### src/vread_pkg.sv
package vread_pkg;

   // local buffer, top bit selects the ping-pong bank
   localparam int BUF_ADDR_W = 10;
   localparam int PERIOD_W   = 8;

   // external databus
   localparam int AXI_ADDR_W = 32;
   localparam int AXI_DATA_W = 32;
   localparam int LEN_W      = 8;

   // word count needs one bit more than amount_minus_one
   localparam int COUNT_W        = BUF_ADDR_W + 1;
   localparam int BYTES_PER_WORD = AXI_DATA_W / 8;

   typedef logic [BUF_ADDR_W-1:0] buf_addr_t;
   typedef logic [AXI_DATA_W-1:0] axi_data_t;

   // one loop level of the address generator
   typedef struct packed {
      buf_addr_t           start;
      logic [PERIOD_W-1:0] per;
      logic [PERIOD_W-1:0] duty;
      buf_addr_t           incr;
      buf_addr_t           iter;
      buf_addr_t           shift;
   } gen_cfg_t;

   typedef struct packed {
      logic [AXI_ADDR_W-1:0] ext_addr;
      buf_addr_t             amount_minus_one;
      logic [LEN_W-1:0]      burst_len;
   } read_cfg_t;

   typedef struct packed {
      logic [AXI_ADDR_W-1:0] addr;
      logic [LEN_W-1:0]      len;
   } db_req_t;

   typedef struct packed {
      buf_addr_t addr;
      axi_data_t data;
   } buf_wr_t;

endpackage

### src/vread_cfg_decode.sv
module vread_cfg_decode (
   input  logic                             clk,
   input  logic                             rst,
   input  logic                             run_i,
   input  logic                             done_i,
   input  logic                             ping_pong_i,
   input  logic                             read_enabled_i,
   input  vread_pkg::read_cfg_t             read_cfg_i,
   input  vread_pkg::gen_cfg_t              read_gen_i,
   input  vread_pkg::gen_cfg_t              out_gen_i,
   output vread_pkg::read_cfg_t             read_cfg_o,
   output vread_pkg::gen_cfg_t              read_gen_o,
   output vread_pkg::gen_cfg_t              out_gen_o,
   output logic [vread_pkg::COUNT_W-1:0]    count_o,
   output logic                             bank_o,
   output logic                             ping_pong_o,
   output logic                             fetch_start_o,
   output logic                             out_start_o
);

   import vread_pkg::*;

   logic accept;

   // a run only counts while the unit is idle
   assign accept = run_i && done_i;

   always_ff @(posedge clk or posedge rst) begin
      if (rst) begin
         bank_o        <= 1'b0;
         ping_pong_o   <= 1'b0;
         fetch_start_o <= 1'b0;
         out_start_o   <= 1'b0;
      end else begin
         fetch_start_o <= accept && read_enabled_i;
         out_start_o   <= accept;
         if (accept) begin
            // bank flips per run, parked at 0 without ping-pong
            bank_o      <= ping_pong_i ? !bank_o : 1'b0;
            ping_pong_o <= ping_pong_i;
         end
      end
   end

   // configuration held for the whole run
   always_ff @(posedge clk) begin
      if (accept) begin
         read_cfg_o <= read_cfg_i;
         read_gen_o <= read_gen_i;
         out_gen_o  <= out_gen_i;
         count_o    <= COUNT_W'(read_cfg_i.amount_minus_one) + 1'b1;
      end
   end

endmodule

### src/vread_addr_gen.sv
module vread_addr_gen (
   input  logic                                clk,
   input  logic                                rst,
   input  logic                                start_i,
   input  vread_pkg::gen_cfg_t                 cfg_i,
   input  logic                                ready_i,
   output logic                                valid_o,
   output logic [vread_pkg::BUF_ADDR_W-1:0]    addr_o,
   output logic                                done_o
);

   import vread_pkg::*;

   logic                  active;
   logic [PERIOD_W-1:0]   pos;
   logic [BUF_ADDR_W-1:0] iter_cnt;
   logic [BUF_ADDR_W-1:0] incr_step;
   logic                  step;
   logic                  period_end;
   logic                  last_period;

   // first duty positions of each period are valid
   assign valid_o = active && (pos < cfg_i.duty);

   // gap positions pass on their own, valid ones wait for ready
   assign step = active && (!valid_o || ready_i);

   assign period_end  = (pos == cfg_i.per - 1'b1);
   assign last_period = (iter_cnt == cfg_i.iter - 1'b1);
   assign incr_step   = valid_o ? cfg_i.incr : '0;

   // busy already in the strobe cycle
   assign done_o = !active && !start_i;

   always_ff @(posedge clk or posedge rst) begin
      if (rst) begin
         active   <= 1'b0;
         pos      <= '0;
         iter_cnt <= '0;
         addr_o   <= '0;
      end else if (start_i) begin
         // a zero period or zero iterations gives an empty walk
         active   <= (cfg_i.per != '0) && (cfg_i.iter != '0);
         pos      <= '0;
         iter_cnt <= '0;
         addr_o   <= cfg_i.start;
      end else if (step) begin
         if (period_end) begin
            pos    <= '0;
            addr_o <= addr_o + incr_step + cfg_i.shift;
            if (last_period) begin
               active <= 1'b0;
            end else begin
               iter_cnt <= iter_cnt + 1'b1;
            end
         end else begin
            pos    <= pos + 1'b1;
            addr_o <= addr_o + incr_step;
         end
      end
   end

endmodule

### src/vread_burst_fetch.sv
module vread_burst_fetch (
   input  logic                             clk,
   input  logic                             rst,
   input  logic                             start_i,
   input  vread_pkg::read_cfg_t             cfg_i,
   input  logic [vread_pkg::COUNT_W-1:0]    count_i,
   input  logic                             db_ready_i,
   input  logic                             db_last_i,
   output logic                             db_valid_o,
   output vread_pkg::db_req_t               db_req_o,
   output logic                             beat_o,
   output logic                             done_o
);

   import vread_pkg::*;

   // words still owed by the memory
   logic [COUNT_W-1:0] remaining;
   logic [COUNT_W-1:0] left;
   logic               burst_end;

   function automatic logic [LEN_W-1:0] burst_size(input logic [COUNT_W-1:0] words,
                                                   input logic [LEN_W-1:0]   max_len);
      if (words < COUNT_W'(max_len)) begin
         return LEN_W'(words);
      end else begin
         return max_len;
      end
   endfunction

   assign beat_o    = db_valid_o && db_ready_i;
   assign left      = remaining - 1'b1;
   assign burst_end = beat_o && db_last_i;
   assign done_o    = !db_valid_o && !start_i;

   always_ff @(posedge clk or posedge rst) begin
      if (rst) begin
         db_valid_o <= 1'b0;
         remaining  <= '0;
      end else if (start_i) begin
         db_valid_o <= 1'b1;
         remaining  <= count_i;
      end else if (beat_o) begin
         remaining <= left;
         if (burst_end && (left == '0)) begin
            db_valid_o <= 1'b0;
         end
      end
   end

   // next burst issued on the last beat, so the request never drops between bursts
   always_ff @(posedge clk) begin
      if (start_i) begin
         db_req_o.addr <= cfg_i.ext_addr;
         db_req_o.len  <= burst_size(count_i, cfg_i.burst_len);
      end else if (burst_end && (left != '0)) begin
         db_req_o.addr <= db_req_o.addr + AXI_ADDR_W'(db_req_o.len) * BYTES_PER_WORD;
         db_req_o.len  <= burst_size(left, cfg_i.burst_len);
      end
   end

endmodule

### src/vread_join.sv
module vread_join #(
   parameter type FIRST_T  = logic,
   parameter type SECOND_T = logic
) (
   input  logic    clk,
   input  logic    rst,
   input  logic    first_valid_i,
   input  FIRST_T  first_i,
   output logic    first_ready_o,
   input  logic    second_valid_i,
   input  SECOND_T second_i,
   output logic    second_ready_o,
   output logic    result_valid_o,
   output FIRST_T  result_first_o,
   output SECOND_T result_second_o
);

   logic fire;

   // the result is consumed every cycle, so the register is always free
   assign fire           = first_valid_i && second_valid_i;
   assign first_ready_o  = second_valid_i;
   assign second_ready_o = first_valid_i;

   always_ff @(posedge clk or posedge rst) begin
      if (rst) begin
         result_valid_o <= 1'b0;
      end else begin
         result_valid_o <= fire;
      end
   end

   always_ff @(posedge clk) begin
      if (fire) begin
         result_first_o  <= first_i;
         result_second_o <= second_i;
      end
   end

endmodule

### src/vread_output_stream.sv
module vread_output_stream #(
   parameter int DATA_W = 8
) (
   input  logic                                clk,
   input  logic                                rst,
   input  logic                                start_i,
   input  vread_pkg::gen_cfg_t                 cfg_i,
   input  logic                                bank_i,
   input  logic                                ping_pong_i,
   input  logic [vread_pkg::AXI_DATA_W-1:0]    buf_rd_data_i,
   output logic                                buf_rd_o,
   output logic [vread_pkg::BUF_ADDR_W-1:0]    buf_rd_addr_o,
   output logic                                out_valid_o,
   output logic [DATA_W-1:0]                   out_data_o,
   output logic                                done_o
);

   import vread_pkg::*;

   // output words per buffer word
   localparam int RATIO = AXI_DATA_W / DATA_W;
   localparam int SHIFT = $clog2(RATIO);
   localparam int SEL_W = (SHIFT > 0) ? SHIFT : 1;

   logic [BUF_ADDR_W-1:0] sym_addr;
   logic [BUF_ADDR_W-2:0] bank_word;
   logic [SEL_W-1:0]      sel_q;
   logic                  gen_done;

   // never stalled
   vread_addr_gen i_out_gen (
      .clk     (clk),
      .rst     (rst),
      .start_i (start_i),
      .cfg_i   (cfg_i),
      .ready_i (1'b1),
      .valid_o (buf_rd_o),
      .addr_o  (sym_addr),
      .done_o  (gen_done)
   );

   // symbol address to buffer word, bank bit kept on top
   assign bank_word = sym_addr[BUF_ADDR_W-2:0] >> SHIFT;

   always_comb begin
      if (ping_pong_i) begin
         buf_rd_addr_o = {bank_i, bank_word};
      end else begin
         buf_rd_addr_o = sym_addr >> SHIFT;
      end
   end

   always_ff @(posedge clk or posedge rst) begin
      if (rst) begin
         out_valid_o <= 1'b0;
      end else begin
         out_valid_o <= buf_rd_o;
      end
   end

   // select lines up with the one-cycle buffer read
   always_ff @(posedge clk) begin
      if (buf_rd_o) begin
         sel_q <= sym_addr[SEL_W-1:0] & SEL_W'(RATIO - 1);
      end
   end

   // lowest slice first
   assign out_data_o = buf_rd_data_i[sel_q*DATA_W +: DATA_W];

   // last word must leave before done
   assign done_o = gen_done && !out_valid_o;

endmodule

### src/vread_top.sv
module vread_top #(
   parameter int DATA_W = 8
) (
   input  logic                                clk,
   input  logic                                rst,
   input  logic                                run_i,
   output logic                                done_o,
   input  logic                                ping_pong_i,
   input  logic                                read_enabled_i,
   input  vread_pkg::read_cfg_t                read_cfg_i,
   input  vread_pkg::gen_cfg_t                 read_gen_i,
   input  vread_pkg::gen_cfg_t                 out_gen_i,
   output logic                                db_valid_o,
   output vread_pkg::db_req_t                  db_req_o,
   input  logic                                db_ready_i,
   input  logic [vread_pkg::AXI_DATA_W-1:0]    db_rdata_i,
   input  logic                                db_last_i,
   output logic                                buf_we_o,
   output vread_pkg::buf_wr_t                  buf_wr_o,
   output logic                                buf_rd_o,
   output logic [vread_pkg::BUF_ADDR_W-1:0]    buf_rd_addr_o,
   input  logic [vread_pkg::AXI_DATA_W-1:0]    buf_rd_data_i,
   output logic                                out_valid_o,
   output logic [DATA_W-1:0]                   out_data_o
);

   import vread_pkg::*;

   read_cfg_t          read_cfg;
   gen_cfg_t           read_gen;
   gen_cfg_t           out_gen;
   logic [COUNT_W-1:0] count;
   logic               bank;
   logic               ping_pong;
   logic               fetch_start;
   logic               out_start;
   logic               fetch_valid;
   logic               fetch_ready;
   buf_addr_t          fetch_raw;
   buf_addr_t          fetch_addr;
   logic               beat;
   logic               fetch_done;
   logic               out_done;
   buf_addr_t          wr_addr;
   axi_data_t          wr_data;

   vread_cfg_decode i_decode (
      .clk            (clk),
      .rst            (rst),
      .run_i          (run_i),
      .done_i         (done_o),
      .ping_pong_i    (ping_pong_i),
      .read_enabled_i (read_enabled_i),
      .read_cfg_i     (read_cfg_i),
      .read_gen_i     (read_gen_i),
      .out_gen_i      (out_gen_i),
      .read_cfg_o     (read_cfg),
      .read_gen_o     (read_gen),
      .out_gen_o      (out_gen),
      .count_o        (count),
      .bank_o         (bank),
      .ping_pong_o    (ping_pong),
      .fetch_start_o  (fetch_start),
      .out_start_o    (out_start)
   );

   // beats only land on valid positions, so the fetch walk normally has duty equal to per
   vread_addr_gen i_fetch_gen (
      .clk     (clk),
      .rst     (rst),
      .start_i (fetch_start),
      .cfg_i   (read_gen),
      .ready_i (fetch_ready),
      .valid_o (fetch_valid),
      .addr_o  (fetch_raw),
      .done_o  ()
   );

   // writes go to the bank the output is not reading
   assign fetch_addr = ping_pong ? {~bank, fetch_raw[BUF_ADDR_W-2:0]} : fetch_raw;

   vread_burst_fetch i_fetch (
      .clk        (clk),
      .rst        (rst),
      .start_i    (fetch_start),
      .cfg_i      (read_cfg),
      .count_i    (count),
      .db_ready_i (db_ready_i),
      .db_last_i  (db_last_i),
      .db_valid_o (db_valid_o),
      .db_req_o   (db_req_o),
      .beat_o     (beat),
      .done_o     (fetch_done)
   );

   // memory side cannot be held back
   vread_join #(
      .FIRST_T  (buf_addr_t),
      .SECOND_T (axi_data_t)
   ) i_join (
      .clk             (clk),
      .rst             (rst),
      .first_valid_i   (fetch_valid),
      .first_i         (fetch_addr),
      .first_ready_o   (fetch_ready),
      .second_valid_i  (beat),
      .second_i        (db_rdata_i),
      .second_ready_o  (),
      .result_valid_o  (buf_we_o),
      .result_first_o  (wr_addr),
      .result_second_o (wr_data)
   );

   assign buf_wr_o.addr = wr_addr;
   assign buf_wr_o.data = wr_data;

   vread_output_stream #(
      .DATA_W (DATA_W)
   ) i_out (
      .clk           (clk),
      .rst           (rst),
      .start_i       (out_start),
      .cfg_i         (out_gen),
      .bank_i        (bank),
      .ping_pong_i   (ping_pong),
      .buf_rd_data_i (buf_rd_data_i),
      .buf_rd_o      (buf_rd_o),
      .buf_rd_addr_o (buf_rd_addr_o),
      .out_valid_o   (out_valid_o),
      .out_data_o    (out_data_o),
      .done_o        (out_done)
   );

   // fetch side is finished once its last write has left the join
   assign done_o = fetch_done && !buf_we_o && out_done;

endmodule

### config.mk
export PLATFORM = sky130hd
export DESIGN_NAME = vread_top
export DESIGN_NICKNAME = d
export VERILOG_FILES = /design/src/vread_pkg.sv /design/src/vread_cfg_decode.sv /design/src/vread_addr_gen.sv /design/src/vread_burst_fetch.sv /design/src/vread_join.sv /design/src/vread_output_stream.sv /design/src/vread_top.sv
export SDC_FILE = /design/constraint.sdc
export NUM_CORES = 1
export LEC_CHECK = 0
export BUFFER_PORTS_ARGS = -buffer_cell sky130_fd_sc_hd__clkbuf_2
export CAP_MARGIN = 15
export CELL_PAD_IN_SITES_DETAIL_PLACEMENT = 1
export CELL_PAD_IN_SITES_GLOBAL_PLACEMENT = 2
export CORE_MARGIN = 2
export CORE_UTILIZATION = 33
export CTS_CLUSTER_SIZE = 28
export DETAILED_ROUTE_END_ITERATION = 10
export PLACE_DENSITY = 0.88
export SETUP_SLACK_MARGIN = 0.15
export SYNTH_ARGS = -nofsm -noshare
export SYNTH_HDL_FRONTEND = slang
export SYNTH_SLANG_ARGS = --single-unit
export TNS_END_PERCENT = 30
### constraint.sdc
create_clock -name clk -period 5.55 [get_ports clk]
set_input_delay 0.555 -clock clk [delete_from_list [all_inputs] [get_ports clk]]
set_output_delay 0.555 -clock clk [all_outputs]
set_load 0.03 [all_outputs]
Yosys cells after proc, flatten, opt, wreduce, memory -nomap -nowiden
Cells that the tools add are included.

operators by class
  $add $sub $neg = 15
  $lt $le $gt $ge = 4
  equal/unequal tests = 6
  shift operators = 1
  multiplexer cells = 42
  bitwise gates (word level) = 1
  reductions and logical operators = 44

operator list
  operator                                                              count
  10-bit 2-to-1 mux                                                     18
  40-bit 2-to-1 mux                                                     2
  8-bit 2-to-1 mux                                                      8
  10-bit adder                                                          4
  32-bit by 10-bit adder with 32-bit output                             1
  32-bit by 6-bit variable part select with 8-bit output                1
  11-bit by 8-bit < comparator with 1-bit output                        2
  11-bit 2-to-1 mux                                                     2
  10-bit by 1-bit adder with 10-bit output, second input constant       2
  10-bit equality test                                                  2
  10-bit nonzero test                                                   2
  10-bit by 1-bit subtractor with 10-bit output, second input constant  2
  1-bit logical AND                                                     17
  8-bit by 1-bit adder with 8-bit output, second input constant         2
  8-bit equality test                                                   2
  8-bit < comparator                                                    2
  2-bit nonzero test                                                    8
  8-bit nonzero test                                                    2
  8-bit by 1-bit subtractor with 8-bit output, second input constant    2
  1-bit 2-to-1 mux                                                      12
  10-bit by 1-bit adder with 11-bit output, second input constant       1
  11-bit zero test                                                      1
  11-bit nonzero test                                                   1
  11-bit by 1-bit subtractor with 11-bit output, second input constant  1
  6 further kinds                                                       16

word-level totals
  register bits after elaboration = 323

Longest topological paths before layout
  word-level depth = 8
  gate-level depth with buffers = 24
  depth with buffers taken out = 24

By module
Synthesis repeated with hierarchy kept, for this count alone.

second synthesis, totals
  cell total of the unflattened synthesis = 1,430
  area, all modules = 17,325.4 sq um

modules (own cells, without submodules)
  module                             times used  cells each  area each (sq um)  sequential area each (sq um)
  vread_cfg_decode                   1           206         5,497.8            5,295.1
  vread_burst_fetch                  1           375         3,654.8            1,501.4
  vread_addr_gen at i_out.i_out_gen  1           386         3,268.1            725.7
  vread_addr_gen at i_fetch_gen      1           392         3,253.1            725.7
  vread_join                         1           47          1,311.3            1,286.2
  vread_output_stream                1           20          319.1              85.1
  vread_top                          1           4           21.3               0.0

Least setup slack after synthesis
OpenSTA, ideal clock, no wires.

  path type = flip-flop to flip-flop
  from = reg i_fetch.db_valid_o
  to = reg i_decode.bank_o
  library setup time = 0.148 ns
  arrival time = 5.874 ns
  required time = 5.402 ns
  slack = -0.472 ns
  cell stages (with the launch flop) = 6
  buffers on the path = 0
  period minus slack after synthesis = 6.022 ns
  cells stage by stage = dfrtp_1 or4_1 nor2_1 and2_1 nand2_1 mux2i_1

on the way
  word-level cells in the longest chain between the ends = 5

ends and longest elaborated chain
  element                          line                     text
  start, declared                  vread_burst_fetch.sv:9   output logic db_valid_o,
  start signal, assigned           vread_burst_fetch.sv:38  db_valid_o <= 1'b0;
  start signal, assigned           vread_burst_fetch.sv:41  db_valid_o <= 1'b1;
  start signal, assigned           vread_burst_fetch.sv:46  db_valid_o <= 1'b0;
  1-bit zero test                  vread_burst_fetch.sv:34  assign done_o = !db_valid_o && !start_i;
  1-bit logical AND                vread_burst_fetch.sv:34
  1-bit logical AND (2 in series)  vread_top.sv:135         assign done_o = fetch_done && !buf_we_o && out_done;
  via done_o                       vread_top.sv:7           output logic done_o,
  1-bit logical AND                vread_cfg_decode.sv:26   assign accept = run_i && done_i;
  via i_decode.accept              vread_cfg_decode.sv:23   logic accept;
  end signal, assigned             vread_cfg_decode.sv:39   bank_o <= ping_pong_i ? !bank_o : 1'b0;
  end, declared                    vread_cfg_decode.sv:15   output logic bank_o,

The timed path passes the listed nets, and every way through them passes these cells.
A chain may end at the register's enable or synchronous reset.

Worst setup path in the final report
  from = reg i_fetch_gen.pos[5]
  to = reg i_fetch_gen.addr_o[8] (netlist name)

on the way
  word-level cells in the longest chain between the ends = 8
  elaborated cells between the ends (all ways) = 13
  those cells by class = add/sub: 2; order compare: 1; eq/ne: 1; mux: 4; reduce/logical: 5

ends and longest elaborated chain
  element                 line                                        text
  start, declared         vread_addr_gen.sv:15                        logic [PERIOD_W-1:0] pos;
  start signal, assigned  vread_addr_gen.sv:57                        pos <= pos + 1'b1;
  8-bit < comparator      vread_addr_gen.sv:23                        assign valid_o = active && (pos < cfg_i.duty);
  1-bit logical AND       vread_addr_gen.sv:23
  10-bit 2-to-1 mux       vread_addr_gen.sv:30                        assign incr_step = valid_o ? cfg_i.incr : '0;
  10-bit adder            vread_addr_gen.sv:50, vread_addr_gen.sv:58
  10-bit adder            vread_addr_gen.sv:50                        addr_o <= addr_o + incr_step + cfg_i.shift;
  10-bit 2-to-1 mux       vread_addr_gen.sv:48                        if (period_end) begin
  10-bit 2-to-1 mux       vread_addr_gen.sv:47                        end else if (step) begin
  10-bit 2-to-1 mux       vread_addr_gen.sv:41                        end else if (start_i) begin
  end signal, assigned    vread_addr_gen.sv:46                        addr_o <= cfg_i.start;
  end signal, assigned    vread_addr_gen.sv:50
  end signal, assigned    vread_addr_gen.sv:58                        addr_o <= addr_o + incr_step;
  end, declared           vread_addr_gen.sv:8                         output logic [vread_pkg::BUF_ADDR_W-1:0] addr_o,

Several ways; a longest one is shown, not always the timed one. The select of a mux whose other input is x is not followed.

==> results by stage <==
Run:
- The number of maximum-capacitance violations is 0.

Timing:
- Derived from the worst setup path, the maximum achievable clock frequency is 202.0 MHz.
- After layout, the minimum clock period comes to 4.950 ns.
- Setup repair after global routing left no endpoint under its margin.
- The count of final hold-check violations is 0.
- The final max-slew violation count is 0.
- The largest clock skew in the final design is 0.02214 ns.
- Dividing the final minimum period by the clock period gives 89.19%.
- The actual slew at the worst max-slew pin is 1.125 ns.
- The final setup violation count is 0.
- Adding up every negative setup slack in the final design gives 0 ns.
- In this run the tightest slew margin relative to its limit is 24.35%.
- The worst path meets setup with 0.5998 ns of slack.

Place:
- At the placement stage, the worst setup path has a slack of 0.5754 ns.
- In this run the tool buffered the top-level ports with 336 buffer cells.
- The detailed placement HPWL is 34.04 mm.
- The weighted congestion reported at the end of routability-driven placement is 0.8402.

Worst hold path:
- The class of the tightest hold or removal check is in2async.

Synth:
- In the post-synthesis netlist, the biggest area contributors are sky130_fd_sc_hd__edfxtp_1 44%, sky130_fd_sc_hd__dfrtp_1 11%, sky130_fd_sc_hd__ha_1 6.4%.
- In the synthesized netlist, the cells that appear most often are 247 x sky130_fd_sc_hd__edfxtp_1, 107 x sky130_fd_sc_hd__nand2_1, 101 x sky130_fd_sc_hd__nor2_1.
- The most instantiated flip-flop cell in the synthesis netlist is sky130_fd_sc_hd__edfxtp_1.
- Each instance of the synthesized netlist takes up on average 11.90 um2.
- Counting every instance in the synthesized netlist gives 1407.
- Synthesis inferred 323 register bits.
- The synthesized design devotes to its leading area cell type 44.31% of total area.
- The synthesized design contains 247 enable-type register cells.
- Of all flip-flops after synthesis, the portion carrying an async set or reset was 23.53%.
- Yosys printed 0 warnings.
- After synthesis, flip-flops and latches occupy 55.68% of the total area.
- The count of different cell masters after synthesis is 75.
- sky130_fd_sc_hd__edfxtp_1 takes more of the synthesized area than any other cell.
- The synthesized net count is 1731.
- In this run the cell area of the synthesized design comes to 16740 um2.
- The cell with the most instances after synthesis is sky130_fd_sc_hd__edfxtp_1.

Drt:
- The wire length per cell is 18.46 um.
- The number of vias after detailed routing is 12190.
- The total wire length is 45.27 mm.
- The number of routed nets with antenna violations is 0.
- After the first detailed-routing iteration, the DRC count stood at 517.
- The count of unresolved DRC violations after routing is 0.
- The first detailed-routing pass ran for 5 iterations.
- The post-detailed-route via-to-cell ratio is 4.972.

Global route:
- The number of global-route vias before repair is 13030.
- The number of antenna violations at the first check in global routing came to 6.
- Global routing used 20.82% of the available met1 tracks.
- The overall global routing resource usage is 17.16%.
- The met3 track utilization from global routing is 3.225%.
- The routing usage on met2 is 29.70%.
- The total overflow left after global routing is 0.
- Entering global routing, the biggest net connects 109 pins.
- The first global-routing pass estimated 71.53 mm of wire.
- The highest-utilization routing layer at the global route stage is met2.

Floorplanning:
- The die is 229.2 um tall.
- In this run the core area contains 82 standard-cell rows.
- The starting density of the core is 33.43%.
- The count of boundary I/O pins is 338.
- The core region is 50070 um2.
- The die covers 52540 um2.
- The width of the die is 229.2 um.

Cells and area:
- Compared with the post-synthesis result, the final layout area differs by 22.40%.
- At the end of the flow, the number of nets in the layout was 2069.
- Cells with a size suffix above 1 make up 26.08% of the layout.

Clocking:
- The maximum buffer depth of the clock tree is 3.
- After clock tree synthesis, the clock-pin slew on the worst setup and hold paths is 0.07 ns.
- The clock net in this run drives a total of 323 sinks.
- Buffers inserted during clock tree synthesis total 39.
- The post-cts hold buffer count is 0.
- The tree is rooted in a sky130_fd_sc_hd__clkbuf_16.
- TritonCTS built the clock tree.
- Clock latency on the worst-skew pair, taken at its later pin, is 0.56 ns.
- The CTS H-tree depth is 2.

Pwr:
- IR analysis of the VDD net gives a maximum drop of 308.2 uV.
- The overall power consumption is 10.21 mW.
- Dividing total power by cell area gives a power density of 498.6 nW/um2.
- In this run the static leakage power is 8.265 nW.

Worst setup path:
- For flop-to-flop paths, the worst setup slack is 0.60 ns.
- Data on the critical path is required at its endpoint by 5.98 ns.
- The critical path is of the reg2reg type.
- Of all nets on the critical path, the largest fanout is 10.
- STA puts the critical path data arrival time at 5.38 ns.
- STA classifies the critical path endpoint as a flop.
- The nature of the critical path startpoint is a flop.

Status:
- The run finished with clean final reports.
[layer usage]
metal | wire [um] | vias up
met4 | 1437 | 0
met5 | 0 | -
met1 | 19010 | 5954
met2 | 22590 | 322
met3 | 2237 | 77
li1 | - | 5839
[registers in the layout (all words and copies together), names as in the netlist]
signal	cells
i_decode.bank_o	1
i_decode.count_o	11
i_decode.fetch_start_o	1
i_decode.out_gen_o	56
i_decode.out_start_o	1
i_decode.ping_pong_o	1
i_decode.read_cfg_o	40
i_decode.read_gen_o	56
i_fetch.db_req_o	40
i_fetch.db_valid_o	1
i_fetch.remaining	11
i_fetch_gen.active	1
i_fetch_gen.addr_o	10
i_fetch_gen.iter_cnt	10
i_fetch_gen.pos	8
i_join.result_first_o	10
i_join.result_second_o	32
i_join.result_valid_o	1
i_out.i_out_gen.active	1
i_out.i_out_gen.addr_o	10
i_out.i_out_gen.iter_cnt	10
i_out.i_out_gen.pos	8
i_out.out_valid_o	1
i_out.sel_q	2
[path summary, 6_finish.rpt]
kind,endpoint,depth (start not counted),start
worst max-delay path,i_fetch_gen.addr_o[8],21,i_fetch_gen.pos[5]
worst min-delay path,i_fetch.remaining[9],2,rst
worst max register to register,i_fetch_gen.addr_o[8],21,i_fetch_gen.pos[5]
worst min register to register,i_out.i_out_gen.addr_o[3],1,i_decode.out_gen_o[49]
max in group asynchronous,i_decode.fetch_start_o,3,rst
min in group clk,i_decode.read_cfg_o[18],1,read_cfg_i[18]
[kinds of logic after synthesis]
group / Yosys count / synth area share (%)
buf+inv: 104 / 2.579
simple gates: 448 / 13.50
mux: 78 / 5.435
xor+xnor: 136 / 7.117
compound gates: 226 / 8.642
other cells: 1 / 0.02241
flops: 323 / 55.68
fa+ha+maj: 91 / 7.027
[repair_timing]
item / CTS / global route
buffers inserted: 0 / 0
endpoints found under the setup margin: 0 / 1
resized for setup: 0 / 2
[area by class of cell]
| cell class | instances | area [um2] |
|---|---|---|
| well taps | 672 | 840.8 |
| inverters | 51 | 192.7 |
| fillers | 5545 | 29580 |
| multi-input cells | 980 | 7014 |
| repair buffers | 350 | 1813 |
| diodes | 5 | 12.51 |
| clock buffers | 42 | 1028 |
| clock inverters | 29 | 261.5 |
| flip-flops and latches | 323 | 9323 |
[through the flow]
stage | hold slack [ns] | area (um2) | instances | util (%)
after global routing | 0.1292 | 20490 | 2452 | 40.92
after floorplan | 0.4297 | 16740 | 1407 | -
after CTS | 0.09683 | 20430 | 2444 | 40.80
after global placement | 0.4332 | 19140 | 2373 | 38.22
after detailed placement | 0.4461 | 19140 | 2373 | 38.22
final | 0.1020 | 20490 | 2452 | 40.92
[where the power goes]
| group | internal (mW) | total [mW] | switching, mW | leakage, nW |
|---|---|---|---|---|
| combinational | 1.73 | 4.15 | 2.42 | 4.43 |
| clock | 1.46 | 2.55 | 1.09 | 0.629 |
| sequential | 3.11 | 3.51 | 0.401 | 3.21 |
| total | 6.30 | 10.2 | 3.92 | 8.26 |
[cell usage in the layout (no fill, tap or decap), types with 40 or more instances in the layout]
master / n
sky130_fd_sc_hd__o21ai_0: 77
sky130_fd_sc_hd__nand2_1: 107
sky130_fd_sc_hd__ha_1: 86
sky130_fd_sc_hd__xnor2_1: 77
sky130_fd_sc_hd__mux2i_1: 47
sky130_fd_sc_hd__nor2_1: 101
sky130_fd_sc_hd__xor2_1: 59
sky130_fd_sc_hd__inv_1: 50
sky130_fd_sc_hd__clkbuf_16: 40
sky130_fd_sc_hd__a21oi_1: 50
sky130_fd_sc_hd__clkbuf_2: 337
sky130_fd_sc_hd__edfxtp_1: 247
sky130_fd_sc_hd__nand3_1: 40
sky130_fd_sc_hd__dfrtp_1: 75
[worst max-delay path, stage by stage (launching register included)]
cell and delay (ns):
sky130_fd_sc_hd__dfrtp_1 0.47, sky130_fd_sc_hd__ha_1 0.33, sky130_fd_sc_hd__nand2_1 0.06, sky130_fd_sc_hd__nor4_1 0.32, sky130_fd_sc_hd__and2_1 0.23, sky130_fd_sc_hd__nor3b_1 0.07, sky130_fd_sc_hd__buf_4 0.18, sky130_fd_sc_hd__and2_1 0.16
sky130_fd_sc_hd__ha_1 0.20, sky130_fd_sc_hd__fa_1 0.41, sky130_fd_sc_hd__a21o_1 0.19, sky130_fd_sc_hd__a21oi_1 0.19, sky130_fd_sc_hd__xnor2_1 0.17, sky130_fd_sc_hd__ha_1 0.34, sky130_fd_sc_hd__and3_1 0.20, sky130_fd_sc_hd__a221o_1 0.34
sky130_fd_sc_hd__nor4_1 0.18, sky130_fd_sc_hd__nor3_1 0.10, sky130_fd_sc_hd__xor2_1 0.15, sky130_fd_sc_hd__mux2i_1 0.15, sky130_fd_sc_hd__o21ai_0 0.09, sky130_fd_sc_hd__mux2_2 0.31
No activity file was read; power rests on OpenSTA's default activity.
